**config.mk**
```make
export PLATFORM = sky130hd
export DESIGN_NAME = char_engine
export DESIGN_NICKNAME = d
export VERILOG_FILES = /design/src/hdl/char_engine_pkg.sv /design/src/hdl/char_engine.sv /design/src/hdl/char_writer.sv /design/src/hdl/glyph_rom.sv /design/src/hdl/screen_sequencer.sv /design/src/hdl/field_table.sv
export SDC_FILE = /design/constraint.sdc
export NUM_CORES = 1
export LEC_CHECK = 0
export ABC_CLOCK_PERIOD_IN_PS = 8900
export CORE_MARGIN = 3
export CORE_UTILIZATION = 62
export DETAILED_ROUTE_END_ITERATION = 12
export DONT_BUFFER_PORTS = 1
export PLACE_DENSITY = 0.75
export SYNTH_ARGS = -nofsm -noshare
export SYNTH_HDL_FRONTEND = slang
export SYNTH_SLANG_ARGS = --single-unit
```
**constraint.sdc**
```tcl
create_clock -name clock -period 8.9 [get_ports clock]
set_clock_uncertainty 0.15 [all_clocks]
set_input_delay 1.78 -clock clock [delete_from_list [all_inputs] [get_ports clock]]
set_output_delay 1.78 -clock clock [all_outputs]
set_load 0.005 [all_outputs]
```
**src/hdl/char_engine_pkg.sv**
```systemverilog
package char_engine_pkg;

	localparam int SCREEN_COLS = 80; // characters per screen line
	localparam int LINES_PER_CHAR = 9; // one blank line plus eight glyph lines
	localparam int MAX_FIELD_LEN = 20; // debug flags field

	// character codes
	// 0x00-0x0F hex digits, 0x0A-0x23 letters, then the symbols
	typedef logic [5:0] char_code_t;

	localparam char_code_t CHAR_F = 6'h0F;
	localparam char_code_t CHAR_T = 6'h1D;
	localparam char_code_t CHAR_SPACE = 6'h24;
	localparam char_code_t CHAR_BLOCK = 6'h25;
	localparam char_code_t CHAR_MINUS = 6'h26;
	localparam char_code_t CHAR_COLON = 6'h27;
	localparam char_code_t CHAR_DOT = 6'h28;

	typedef logic [15:0] frame_addr_t; // byte address into frame memory

	// one glyph, either as a whole word or as pixel rows
	// rows[0] is the top row and sits in word[63:56], bit 7 is the leftmost pixel
	typedef union packed {
		logic [63:0] word;
		logic [0:7][7:0] rows;
	} glyph_t;

	typedef logic [1:0] field_kind_t;

	localparam field_kind_t FIELD_LABEL = 2'd0; // fixed text
	localparam field_kind_t FIELD_REG = 2'd1; // index, colon, eight hex digits
	localparam field_kind_t FIELD_CYCLES = 2'd2; // five hex digits
	localparam field_kind_t FIELD_DEBUG = 2'd3; // T/F flags in groups of four

endpackage
```
**src/hdl/char_engine.sv**
```systemverilog
`timescale 1ns/1ps

module char_engine #(
	parameter int NUM_REGS = 32
) (
	input  logic clock,
	input  logic rst_n,
	input  logic [31:0] reg_data,
	input  logic [16:0] cycle_counter,
	input  logic [15:0] debug,
	output logic [4:0] reg_sel,
	output logic mem_valid,
	input  logic mem_ready,
	output char_engine_pkg::frame_addr_t mem_addr,
	output logic [7:0] mem_byte,
	output logic frame_done
);

	logic [5:0] slot;
	char_engine_pkg::field_kind_t kind;
	logic [5:0] row;
	logic [6:0] col;
	logic [4:0] length;
	char_engine_pkg::char_code_t label_char;
	logic [4:0] char_index;
	logic char_valid;
	logic char_ready;
	char_engine_pkg::char_code_t char_code;
	logic [5:0] char_row;
	logic [6:0] char_col;
	char_engine_pkg::char_code_t glyph_code;
	char_engine_pkg::glyph_t glyph;
	logic last_write; // writer finished a character

	field_table #(
		.NUM_REGS(NUM_REGS)
	) i_field_table (
		.slot(slot),
		.kind(kind),
		.row(row),
		.col(col),
		.length(length),
		.label_char(label_char),
		.char_index(char_index)
	);

	screen_sequencer #(
		.NUM_REGS(NUM_REGS)
	) i_screen_sequencer (
		.clock(clock),
		.rst_n(rst_n),
		.reg_data(reg_data),
		.cycle_counter(cycle_counter),
		.debug(debug),
		.reg_sel(reg_sel),
		.slot(slot),
		.kind(kind),
		.row(row),
		.col(col),
		.length(length),
		.label_char(label_char),
		.char_index(char_index),
		.char_valid(char_valid),
		.char_ready(char_ready),
		.char_code(char_code),
		.char_row(char_row),
		.char_col(char_col),
		.last_write(last_write),
		.frame_done(frame_done)
	);

	glyph_rom i_glyph_rom (
		.code(glyph_code),
		.glyph(glyph)
	);

	char_writer i_char_writer (
		.clock(clock),
		.rst_n(rst_n),
		.char_valid(char_valid),
		.char_ready(char_ready),
		.char_code(char_code),
		.char_row(char_row),
		.char_col(char_col),
		.glyph(glyph),
		.glyph_code(glyph_code),
		.mem_valid(mem_valid),
		.mem_ready(mem_ready),
		.mem_addr(mem_addr),
		.mem_byte(mem_byte),
		.last_write(last_write)
	);

endmodule

```
**src/hdl/char_writer.sv**
```systemverilog
`timescale 1ns/1ps

module char_writer (
	input  logic clock,
	input  logic rst_n,
	input  logic char_valid,
	output logic char_ready,
	input  char_engine_pkg::char_code_t char_code,
	input  logic [5:0] char_row,
	input  logic [6:0] char_col,
	input  char_engine_pkg::glyph_t glyph,
	output char_engine_pkg::char_code_t glyph_code,
	output logic mem_valid,
	input  logic mem_ready,
	output char_engine_pkg::frame_addr_t mem_addr,
	output logic [7:0] mem_byte,
	output logic last_write
);

	logic [3:0] line; // 0 is the blank line, 1..8 glyph rows
	char_engine_pkg::char_code_t code_q;
	logic [5:0] row_q;
	logic [6:0] col_q;
	logic write_done;
	logic accept;

	assign write_done = mem_valid && mem_ready;
	assign last_write = write_done && (line == 4'd8);
	assign char_ready = !mem_valid || last_write; // take the next one back to back
	assign accept = char_valid && char_ready;
	assign glyph_code = code_q;

	assign mem_addr = char_engine_pkg::frame_addr_t'(
		(row_q * char_engine_pkg::LINES_PER_CHAR + line) * char_engine_pkg::SCREEN_COLS + col_q);
	assign mem_byte = (line == 4'd0) ? 8'h00 : glyph.rows[3'(line - 4'd1)];

	always_ff @(posedge clock or negedge rst_n) begin
		if (!rst_n) begin
			mem_valid <= 1'b0;
			line <= '0;
		end else if (accept) begin
			mem_valid <= 1'b1; // first write the cycle after
			line <= '0;
		end else if (write_done) begin
			if (line == 4'd8)
				mem_valid <= 1'b0;
			else
				line <= line + 4'd1;
		end
	end

	always_ff @(posedge clock) begin
		if (accept) begin
			code_q <= char_code;
			row_q <= char_row;
			col_q <= char_col;
		end
	end

	// write port must hold through a stall
	assert property (@(posedge clock) disable iff (!rst_n)
		mem_valid && !mem_ready |=> mem_valid && $stable(mem_addr) && $stable(mem_byte));

	assert property (@(posedge clock) !rst_n |=> !mem_valid);

endmodule

```
**src/hdl/glyph_rom.sv**
```systemverilog
`timescale 1ns/1ps

module glyph_rom (
	input  char_engine_pkg::char_code_t code,
	output char_engine_pkg::glyph_t glyph
);

	// each word reads top row first, two hex digits per pixel row
	always_comb begin
		case (code)
			6'h00: glyph.word = 64'h3C42_4242_4242_423C; // 0
			6'h01: glyph.word = 64'h1838_7818_1818_187E;
			6'h02: glyph.word = 64'h3C66_660C_1830_607E;
			6'h03: glyph.word = 64'h7C06_067C_0606_067C;
			6'h04: glyph.word = 64'h0E16_2646_467E_0606;
			6'h05: glyph.word = 64'h7E60_6078_0C06_0C78;
			6'h06: glyph.word = 64'h3C40_407C_4242_423C;
			6'h07: glyph.word = 64'h7E06_0606_0C18_3060;
			6'h08: glyph.word = 64'h3C42_423C_4242_423C;
			6'h09: glyph.word = 64'h3C46_4646_3E06_0606; // 9
			6'h0A: glyph.word = 64'h3C42_4242_7E42_4242; // A
			6'h0B: glyph.word = 64'h7C42_427C_4642_467C;
			6'h0C: glyph.word = 64'h3E60_6060_6060_603E;
			6'h0D: glyph.word = 64'h7C62_6262_6262_627C;
			6'h0E: glyph.word = 64'h3E60_607E_6060_603E;
			6'h0F: glyph.word = 64'h7E60_607E_6060_6060; // F
			6'h10: glyph.word = 64'h3C60_606E_6666_663C;
			6'h11: glyph.word = 64'h6666_667E_6666_6666;
			6'h12: glyph.word = 64'h7E18_1818_1818_187E;
			6'h13: glyph.word = 64'h7E06_0606_0606_663C;
			6'h14: glyph.word = 64'h6666_6C70_706C_6666;
			6'h15: glyph.word = 64'h6060_6060_6060_607E; // L
			6'h16: glyph.word = 64'h4266_5A5A_4242_4242;
			6'h17: glyph.word = 64'h4242_6252_4A46_4242;
			6'h18: glyph.word = 64'h3C42_4242_4242_423C;
			6'h19: glyph.word = 64'h7C42_4242_7C60_6060;
			6'h1A: glyph.word = 64'h3C42_4242_4242_443A;
			6'h1B: glyph.word = 64'h3C42_4242_7C58_4C46; // R
			6'h1C: glyph.word = 64'h3C40_403C_0202_023C;
			6'h1D: glyph.word = 64'h7E18_1818_1818_1818; // T
			6'h1E: glyph.word = 64'h4242_4242_4242_423C;
			6'h1F: glyph.word = 64'h4242_4242_4242_2418;
			6'h20: glyph.word = 64'h4242_4242_5A5A_6642;
			6'h21: glyph.word = 64'h4242_2418_1824_4242;
			6'h22: glyph.word = 64'h4242_4224_1818_1818;
			6'h23: glyph.word = 64'h7E06_060C_3060_607E; // Z
			6'h24: glyph.word = 64'h0000_0000_0000_0000; // space
			6'h25: glyph.word = 64'hFFFF_FFFF_FFFF_FFFF; // filled block
			6'h26: glyph.word = 64'h0000_007E_0000_0000; // minus
			6'h27: glyph.word = 64'h0018_1800_0018_1800; // colon
			6'h28: glyph.word = 64'h0000_0000_0000_C0C0; // dot, bottom left
			default: glyph.word = 64'h0;
		endcase
	end

endmodule

```
**src/hdl/screen_sequencer.sv**
```systemverilog
`timescale 1ns/1ps

module screen_sequencer #(
	parameter int NUM_REGS = 32
) (
	input  logic clock,
	input  logic rst_n,
	input  logic [31:0] reg_data,
	input  logic [16:0] cycle_counter,
	input  logic [15:0] debug,
	output logic [4:0] reg_sel,
	output logic [5:0] slot,
	input  char_engine_pkg::field_kind_t kind,
	input  logic [5:0] row,
	input  logic [6:0] col,
	input  logic [4:0] length,
	input  char_engine_pkg::char_code_t label_char,
	output logic [4:0] char_index,
	output logic char_valid,
	input  logic char_ready,
	output char_engine_pkg::char_code_t char_code,
	output logic [5:0] char_row,
	output logic [6:0] char_col,
	input  logic last_write,
	output logic frame_done
);

	localparam logic [5:0] LAST_SLOT = 6'(NUM_REGS + 4);

	localparam logic [2:0] S_START = 3'd0; // snapshot sources
	localparam logic [2:0] S_LOAD = 3'd1; // field lookup
	localparam logic [2:0] S_WAIT = 3'd2; // register read settles
	localparam logic [2:0] S_EMIT = 3'd3;
	localparam logic [2:0] S_DRAIN = 3'd4; // last character still being written
	localparam logic [2:0] S_DONE = 3'd5;

	logic [2:0] state;
	logic [4:0] reg_idx;
	logic [31:0] reg_word;
	logic [16:0] cycles_snap;
	logic [15:0] debug_snap;
	logic [31:0] hex_value;
	logic [4:0] nib;
	logic [4:0] dbg_group;
	logic [4:0] dbg_pos;
	logic [3:0] dbg_bit;
	logic char_last;

	assign reg_sel = reg_idx;
	assign char_valid = (state == S_EMIT);
	assign frame_done = (state == S_DONE);
	assign char_row = row;
	assign char_col = col + 7'(char_index);
	assign char_last = (char_index == length - 5'd1);

	// hex digits go most significant first
	assign hex_value = (kind == char_engine_pkg::FIELD_REG) ? reg_word : {15'd0, cycles_snap};
	assign nib = length - 5'd1 - char_index;

	// debug field is five characters per group, a space then four flags
	assign dbg_group = char_index / 5'd5;
	assign dbg_pos = char_index - dbg_group * 5'd5;
	assign dbg_bit = 4'({dbg_group[1:0], 2'b00} + dbg_pos - 5'd1);

	always_comb begin
		case (kind)
			char_engine_pkg::FIELD_REG: begin
				if (char_index == 5'd0)
					char_code = {5'd0, reg_idx[4]};
				else if (char_index == 5'd1)
					char_code = {2'b00, reg_idx[3:0]};
				else if (char_index == 5'd2)
					char_code = char_engine_pkg::CHAR_COLON;
				else
					char_code = {2'b00, hex_value[{nib[2:0], 2'b00} +: 4]};
			end
			char_engine_pkg::FIELD_CYCLES: char_code = {2'b00, hex_value[{nib[2:0], 2'b00} +: 4]};
			char_engine_pkg::FIELD_DEBUG: begin
				if (dbg_pos == 5'd0)
					char_code = char_engine_pkg::CHAR_SPACE;
				else if (debug_snap[dbg_bit])
					char_code = char_engine_pkg::CHAR_T;
				else
					char_code = char_engine_pkg::CHAR_F;
			end
			default: char_code = label_char;
		endcase
	end

	always_ff @(posedge clock or negedge rst_n) begin
		if (!rst_n) begin
			state <= S_START;
			slot <= '0;
			char_index <= '0;
			reg_idx <= '0;
		end else begin
			case (state)
				S_START: begin
					slot <= '0;
					char_index <= '0;
					reg_idx <= '0;
					state <= S_LOAD;
				end
				S_LOAD: state <= (kind == char_engine_pkg::FIELD_REG) ? S_WAIT : S_EMIT;
				S_WAIT: state <= S_EMIT;
				S_EMIT: begin
					if (char_ready) begin
						if (char_last) begin
							char_index <= '0;
							if (kind == char_engine_pkg::FIELD_REG)
								reg_idx <= reg_idx + 5'd1; // next register, reg_sel moves now
							if (slot == LAST_SLOT) begin
								state <= S_DRAIN;
							end else begin
								slot <= slot + 6'd1;
								state <= S_LOAD;
							end
						end else begin
							char_index <= char_index + 5'd1;
						end
					end
				end
				S_DRAIN: if (last_write) state <= S_DONE;
				S_DONE: state <= S_START;
				default: state <= S_START;
			endcase
		end
	end

	always_ff @(posedge clock) begin
		if (state == S_START) begin
			cycles_snap <= cycle_counter;
			debug_snap <= debug;
		end
		if (state == S_WAIT)
			reg_word <= reg_data; // second edge with reg_sel steady
	end

	// a stalled character must not change under the writer
	assert property (@(posedge clock) disable iff (!rst_n)
		char_valid && !char_ready |=> char_valid && $stable(char_code));

endmodule

```
**src/hdl/field_table.sv**
```systemverilog
`timescale 1ns/1ps

module field_table #(
	parameter int NUM_REGS = 32
) (
	input  logic [5:0] slot,
	output char_engine_pkg::field_kind_t kind,
	output logic [5:0] row,
	output logic [6:0] col,
	output logic [4:0] length,
	output char_engine_pkg::char_code_t label_char,
	input  logic [4:0] char_index
);

	localparam logic [5:0] CYCLES_SLOT = 6'(NUM_REGS + 3);
	localparam logic [5:0] CYCLES_ROW = 6'(NUM_REGS + 2);
	localparam logic [5:0] DEBUG_ROW = 6'(NUM_REGS + 5);

	// label text, first character at index 0
	localparam char_engine_pkg::char_code_t [0:8] TXT_REGISTERS = {
		6'h1B, 6'h0E, 6'h10, 6'h12, 6'h1C, 6'h1D, 6'h0E, 6'h1B, 6'h1C
	};
	localparam char_engine_pkg::char_code_t [0:6] TXT_CYCLES = {
		6'h0C, 6'h22, 6'h0C, 6'h15, 6'h0E, 6'h1C, 6'h27
	};
	localparam char_engine_pkg::char_code_t [0:4] TXT_DEBUG = {
		6'h0D, 6'h0E, 6'h0B, 6'h1E, 6'h10
	};

	// slot layout: three labels, the registers, cycles value, debug flags
	always_comb begin
		kind = char_engine_pkg::FIELD_LABEL;
		row = '0;
		col = '0;
		length = '0;
		if (slot == 6'd0) begin
			length = 5'd9; // REGISTERS
		end else if (slot == 6'd1) begin
			row = CYCLES_ROW;
			length = 5'd7; // CYCLES:
		end else if (slot == 6'd2) begin
			row = 6'(NUM_REGS + 4);
			length = 5'd5; // DEBUG
		end else if (slot < CYCLES_SLOT) begin
			kind = char_engine_pkg::FIELD_REG;
			row = slot - 6'd2; // register r on row r+1
			length = 5'd11;
		end else if (slot == CYCLES_SLOT) begin
			kind = char_engine_pkg::FIELD_CYCLES;
			row = CYCLES_ROW;
			col = 7'd8; // right after the label
			length = 5'd5;
		end else begin
			kind = char_engine_pkg::FIELD_DEBUG;
			row = DEBUG_ROW;
			length = 5'(char_engine_pkg::MAX_FIELD_LEN);
		end
	end

	always_comb begin
		label_char = char_engine_pkg::CHAR_SPACE;
		case (slot)
			6'd0: if (char_index < 5'd9) label_char = TXT_REGISTERS[char_index];
			6'd1: if (char_index < 5'd7) label_char = TXT_CYCLES[char_index];
			6'd2: if (char_index < 5'd5) label_char = TXT_DEBUG[char_index];
			default: label_char = char_engine_pkg::CHAR_SPACE; // not a label slot
		endcase
	end

endmodule

```
; ---- After elaboration in Yosys (flattened, before gate mapping)
; Memories as Yosys holds them, arrays and structs flattened. A register that Yosys moved wholly into a read port is not among the register bits.
; Cells that the tools add are included.
[word_totals]
inputBits = 68
ff_bits = 108
memories = 4
out_inout_bits = 31
romBits = 4288
[op_classes]
reduce_logical = 21
eq_ne = 22
shift = 1
mul = 3
n_mux = 66
addsub = 14
n_div = 1
bitwise_logic = 2
order_cmp = 8
[mem_list]
columns = name, depth, word_bits, read_ports, rd_clocked_by_memory_dff, write_ports, line
row1 = (name not given), 64, 64, 1, 1, 0, glyph_rom.sv:10  ; case (code)
row2 = (name not given), 16, 6, 1, 0, 0, field_table.sv:63  ; 6'd0: if (char_index < 5'd9) label_char = TXT_REGISTERS[char_index];
row3 = (name not given), 8, 6, 1, 0, 0, field_table.sv:64  ; 6'd1: if (char_index < 5'd7) label_char = TXT_CYCLES[char_index];
row4 = (name not given), 8, 6, 1, 0, 0, field_table.sv:65  ; 6'd2: if (char_index < 5'd5) label_char = TXT_DEBUG[char_index];
[op_table]
columns = cell, count
row1 = $mux 6, 20
row2 = $mux 5, 11
row3 = $pmux 6 s3, 2
row4 = $mul 32x3->12 const B, 1
row5 = $mux 32, 1
row6 = $shiftx 32x6->4, 1
row7 = $mux 7, 4
row8 = $bmux 8 s3, 1
row9 = $mux 8, 3
row10 = $pmux 5 s2, 2
row11 = $add 16x7->16, 1
row12 = $mux 4, 4
row13 = $mux 3, 5
row14 = $pmux 3 s5, 1
row15 = $eq 6x6->1 const B, 2
row16 = $pmux 6 s2, 1
row17 = $add 10x4->11, 1
row18 = $add 5x1->5 const B, 2
row19 = $logic_not 5->1, 2
row20 = $lt 5x3->1 const B, 2
row21 = $mul 6x4->10 const B, 1
row22 = $mux 2, 4
row23 = $ne 2x2->1 const B, 4
row24 = $reduce_and 4->1, 2
row25 = 45 further kinds, 60

; ---- Depth between registers and ports, before layout
[logic_depth]
depth_word = 14
mapped_depth = 28

; ---- Cells and area by module
; A second synthesis with hierarchy kept.
[hier_totals]
cells_unflattened = 1126
hier_area_um2 = 10451.3
[by_module_without_submodules]
columns = mod, instances, cells_each, area_per_inst_um2, seq_area_each_um2
row1 = screen_sequencer, 1, 385, 4773.3, 2427.3
row2 = char_writer, 1, 246, 2596.2, 695.7
row3 = glyph_rom, 1, 376, 2364.8, 0.0
row4 = field_table, 1, 119, 716.9, 0.0

; ---- Worst setup path before layout
; OpenSTA, ideal clock, no wires.
[synth_timing]
kind = reg-to-reg
from = register i_screen_sequencer.char_index[0]
to = register, netlist name i_glyph_rom.glyph[33]
period_less_slack_ns = 6.374
t_required_ns = 8.618
path_stages_with_launch = 27
setup_slack_ns = 2.526
n_path_buf = 5
setup_time_ns = 0.132
arrival_ns = 6.093
cell_sequence = dfrtp_1 -> buf_2 -> clkbuf_1 -> inv_1 -> ha_1 -> or3_1 -> a211oi_1 -> nor2_1 -> inv_1 -> fa_1 -> inv_1 -> ha_1 -> inv_1 -> fa_1 -> mux4_2 -> nor2b_1 -> a2111oi_2 -> o21ai_1 -> a21o_1 -> clkbuf_1 -> buf_2 -> ha_1 -> clkbuf_1 -> nand2_1 -> nor2_1 -> a2111oi_0 -> o211ai_1
[synth_via]
elab_chain_cells = 11
word_cells_on_any_way = 37
[synth_lines]
columns = element, line
row1 = "start, declared", screen_sequencer.sv:18  ; output logic [4:0] char_index,
row2 = "start signal, assigned", screen_sequencer.sv:119  ; char_index <= char_index + 5'd1;
row3 = $div 5x3->5, screen_sequencer.sv:61  ; assign dbg_group = char_index / 5'd5;
row4 = $mul 5x3->5, screen_sequencer.sv:62  ; assign dbg_pos = char_index - dbg_group * 5'd5;
row5 = $sub 5x5->5, screen_sequencer.sv:62
row6 = $add 4x4->4, screen_sequencer.sv:63  ; assign dbg_bit = 4'({dbg_group[1:0], 2'b00} + dbg_pos - 5'd1);
row7 = $sub 4x1->4, screen_sequencer.sv:63
row8 = $bmux 1 s4, screen_sequencer.sv:81  ; else if (debug_snap[dbg_bit])
row9 = $mux 1 (implied by the code), screen_sequencer.sv:81
row10 = $mux 5, screen_sequencer.sv:81
row11 = $mux 6, screen_sequencer.sv:79  ; if (dbg_pos == 5'd0)
row12 = $pmux 6 s3 (*), screen_sequencer.sv:66  ; case (kind)
row13 = $mux 6 (no line) (*), n/a
; Every way passes the cells marked *; elsewhere a longest branch is shown, timed or not. The select of a mux whose other input is x is not followed.
; A chain may end at the register's enable or synchronous reset.

; ---- Worst setup path after layout
[layout_timing]
from = register i_screen_sequencer.char_index[0]
to = register, netlist name i_glyph_rom.glyph[33]
[layout_via]
elab_chain_cells = 11
word_cells_on_any_way = 37
[layout_lines]
columns = element, line
row1 = $div 5x3->5, screen_sequencer.sv:61
row2 = $mul 5x3->5, screen_sequencer.sv:62
row3 = $sub 5x5->5, screen_sequencer.sv:62
row4 = $add 4x4->4, screen_sequencer.sv:63
row5 = $sub 4x1->4, screen_sequencer.sv:63
row6 = $bmux 1 s4, screen_sequencer.sv:81
row7 = $mux 1 (implied by the code), screen_sequencer.sv:81
row8 = $mux 5, screen_sequencer.sv:81
row9 = $mux 6, screen_sequencer.sv:79
row10 = $pmux 6 s3 (*), screen_sequencer.sv:66
row11 = $mux 6 (no line) (*), n/a
; Marks and branches as above.

==> reports/metrics.csv <==
stage;metric;value;unit
detailed_routing;DRC violation count after routing;0;
synth;largest cells by area after synthesis;edfxtp_1 23%, dfxtp_1 9.2%, ha_1 8.9%, dfrtp_1 5.6%, mux4_2 5.1%;
synth;commonest register cell after synthesis;edfxtp_1;
grt;pin count of the biggest net entering global routing;48;
detailed_routing;WL/cell;22.4;um
cts;post-CTS setup buffer count;0;
detailed_routing;ANT nets after route;0;
synth;commonest cells in the netlist;107 x nand2_1, 90 x nor2_1, 83 x edfxtp_1, 76 x ha_1, 75 x o21ai_0;
worst_hold_path;min-delay worst type;reg -> reg;
sta;maximum achievable frequency;132;MHz
pwr;Static Leak;4.44;nW
final_layout;number of nets at the end of the flow;1212;
sta;time the final worst path needs with I/O delays and setup;7.57;ns
pwr;power per standard cell area;396;nW/um2
cts;total clock buffers created by CTS;17;
critical_path;data arrival time of the critical path;7.72;ns
critical_path;Top cell by count, worst path;inv_1;
pwr;Worst IR Drop VDD;0.309;mV
die;starting utilization of the core area;0.637;
detailed_routing;average via count per standard cell;6.85;
grt;All-Layer GR Usage;0.314;
sta;Final Hold Violating Endpoints;0;
synth;#FFs+latches synth;156;
final_layout;ant diodes;0;
sta;unrepaired setup endpoints after global routing;false;
cts;Max H-tree Level;4;
synth;post-synthesis area per instance;9.67;um2
die;die height;137;um
grt;vias in the first global route;8348;
sta;post-layout worst setup margin;1.33;ns
die;area of the core region;16700;um2
critical_path;slowest cell delay on critical path;0.76;ns
detailed_routing;final WL;29000;um
sta;Relative slew margins;0.194;
place;routability-driven placement congestion ratio;0.993;
critical_path;Setup crit start kind;flip-flop;
grt;global-route wire length before repair;45500;um
sta;final count of pins violating max slew;0;
critical_path;maximum fanout along the worst path;23;
synth;count of mapped cells out of synthesis;1101;
final_layout;share of the core filled with cells in the final layout;0.676;
synth;total of warnings raised by yosys;0;
synth;biggest area consumer among synthesized cells;edfxtp_1;
sta;endpoints failing setup;0;
critical_path;startpoint-to-endpoint class of the critical path;reg -> reg;
outcome;run status;finished, final reports clean;
grt;overall overflow remaining after global route;0;
cts;Clk pin slew, worst setup/hold paths;0.07;ns
synth;unique cell type count in the Yosys netlist;96;
die;count of boundary I/O pins;99;
cts;clock latency reported for the late side of the worst-skew pair;0.44;ns
place;total half-perimeter wirelength after legalization and detailed placement;20700;um
critical_path;CP Capture Type;flip-flop;
place;Placement Setup Slack;1.50;ns
detailed_routing;total via count after detailed routing;8870;
synth;share of synthesized registers carrying an async set or reset;0.154;
final_layout;number of filler cells placed in the layout;1297;
grt;initial antenna violation count;0;
die;floorplan row count;47;
cts;clock root buffer;clkbuf_16;
final_layout;ratio of cells with drive above 1 in the final layout;0.102;
sta;part of the cycle the worst path needs;0.851;
synth;post-synth top area share;0.234;
cts;CTS Buffer Depth;2;
synth;most instantiated library cell after synthesis;nand2_1;
synth;total nets after synthesis;1252;
cts;TritonCTS clock tree;built;
synth;share of the yosys chip area belonging to registers;0.383;
synth;number of synthesized flops with an enable pin;83;
final_layout;Layout area overhead;6.03;%
critical_path;Critical Path RT;9.05;ns
run;max-cap check violation count;0;
cts;hold buffer count at CTS;0;
detailed_routing;initial drt markers;1293;
cts;clk sinks;156;
critical_path;CP cell instances;inv_1, ha_1, or3_1, a211oi_1, nor2_1, inv_1, fa_1, inv_1, ha_1, inv_1, fa_1, mux4_2, nor2b_1, a2111oi_2, o21ai_1, a21o_1, ha_1, inv_1, nor2_1, a21oi_1, a2111oi_0, o211ai_1;
cts;Resized Gates After CTS;0;
die;horizontal die dimension;137;um
sta;transition at the pin with the smallest max-transition slack;1.20;ns
synth;total standard cell area after synthesis;10600;um2
critical_path;slowest cell on the critical path;dfrtp_1;
die;full die area;18800;um2
place;count of port buffers added during placement;0;
sta;aggregate negative setup slack;0;ns
detailed_routing;DRT Pass-1 Iters;5;
-- routing by layer --
| layer | routed length, um | vias to the layer above | global-route usage |
|---|---|---|---|
| li1 | - | 4022 | - |
| met1 | 12100 | 4158 | 0.438 |
| met2 | 12900 | 580 | 0.468 |
| met3 | 2990 | 110 | 0.0871 |
| met4 | 1000 | 0 | 0.118 |
| met5 | 0 | - | 0 |
-- cell usage in the layout (no fill, tap or decap), drive strengths merged, types with 7 or more instances in the layout --
master	n
o31ai	10
a211o	8
inv	64
or3	8
clkbuf	17
and3	7
dfrtp	24
a21o	18
o211ai	14
a31oi	11
nor3	20
o21a	11
nand3	30
xnor2	26
nor2	93
a211oi	12
dfxtp	49
ha	76
edfxtp	83
buf	14
mux4	24
nand2	107
nor2b	8
nand2b	10
fa	7
mux2i	15
o22ai	11
xor2	16
o21ai	79
a21oi	65
-- cell families (layout without fill, tap and decap cells) --
| kind of cell | count (synthesis) | count (layout) | share of synthesized area |
|---|---|---|---|
| XOR/XNOR | 43 | 43 | 0.0367 |
| AND/OR/NAND/NOR | 321 | 321 | 0.141 |
| multiplexers | 45 | 45 | 0.0712 |
| flip-flops | 156 | 156 | 0.383 |
| AO/OA/AOI/OAI | 326 | 326 | 0.214 |
| buffers and inverters | 127 | 100 | 0.0511 |
| adder cells (fa/ha/maj) | 83 | 83 | 0.102 |
-- metrics by stage --
step           total power [mW]  hold slack [ns]  instances  area (um2)
2_1_floorplan              3.11            0.292       1101       10600
3_3_place_gp               3.66            0.431       1262       10700
3_5_place_dp               3.71            0.447       1262       10700
4_1_cts                    4.44            0.462       1294       11300
5_1_grt                    4.81            0.500       1294       11300
6_report                   4.47            0.461       1294       11300
-- cell type report --
| cell class | count | area [um2] | area share |
|---|---|---|---|
| sequential | 156 | 4070 | 0.361 |
| inverter | 54 | 203 | 0.0180 |
| multi-input combinational | 818 | 6040 | 0.535 |
| clock inverter | 15 | 165 | 0.0146 |
| clock buffer | 17 | 425 | 0.0377 |
| timing repair buffer | 14 | 105 | 0.00931 |
| tap | 220 | 275 | 0.0244 |
-- critical path, delay by kind of cell (launching register included) --
| kind | cells | cell delay (ns) |
|---|---|---|
| AND/OR/NAND/NOR | 4 | 0.84 |
| buffers and inverters | 5 | 0.75 |
| adder cells (fa/ha/maj) | 5 | 2.26 |
| AO/OA/AOI/OAI | 7 | 2.30 |
| flip-flops | 1 | 0.76 |
| multiplexers | 1 | 0.37 |
-- worst paths after layout --
path                       depth (start not counted)                                           end  slack (ns)                                          from
min in group asynchronous                          0  i_screen_sequencer.char_index[4]$_DFFE_PN0P_        0.88                                         rst_n
setup reg to reg                                  22                 i_glyph_rom.glyph[33]$_DFF_P_        1.33  i_screen_sequencer.char_index[0]$_DFFE_PN0P_
max in group asynchronous                          0             i_char_writer.line[3]$_DFFE_PN0P_        7.63                                         rst_n
setup / recovery                                  22                 i_glyph_rom.glyph[33]$_DFF_P_        1.33  i_screen_sequencer.char_index[0]$_DFFE_PN0P_
hold / removal                                     1             i_char_writer.line[1]$_DFFE_PN0P_        0.46             i_char_writer.line[1]$_DFFE_PN0P_
hold reg to reg                                    1             i_char_writer.line[1]$_DFFE_PN0P_        0.46             i_char_writer.line[1]$_DFFE_PN0P_
-- flip-flops by register name (all words and copies together) (netlist names), 5 cells and up --
| register | flops |
|---|---|
| i_screen_sequencer.reg_sel | 5 |
| i_glyph_rom.glyph | 49 |
| i_screen_sequencer.char_index | 5 |
| i_char_writer.col_q | 6 |
| i_screen_sequencer.reg_word | 32 |
| i_screen_sequencer.debug_snap | 16 |
| i_char_writer.glyph_code | 6 |
| i_screen_sequencer.slot | 6 |
| i_screen_sequencer.cycles_snap | 17 |
| i_char_writer.row_q | 6 |
-- power by group --
part / internal (mW) / switching [mW] / leakage [nW] / total [mW]
clock: 0.379 / 0.351 / 0.283 / 0.730
sequential: 0.907 / 0.112 / 1.42 / 1.02
combinational: 1.11 / 1.61 / 2.74 / 2.72
Power figures use the tool's default switching activity.
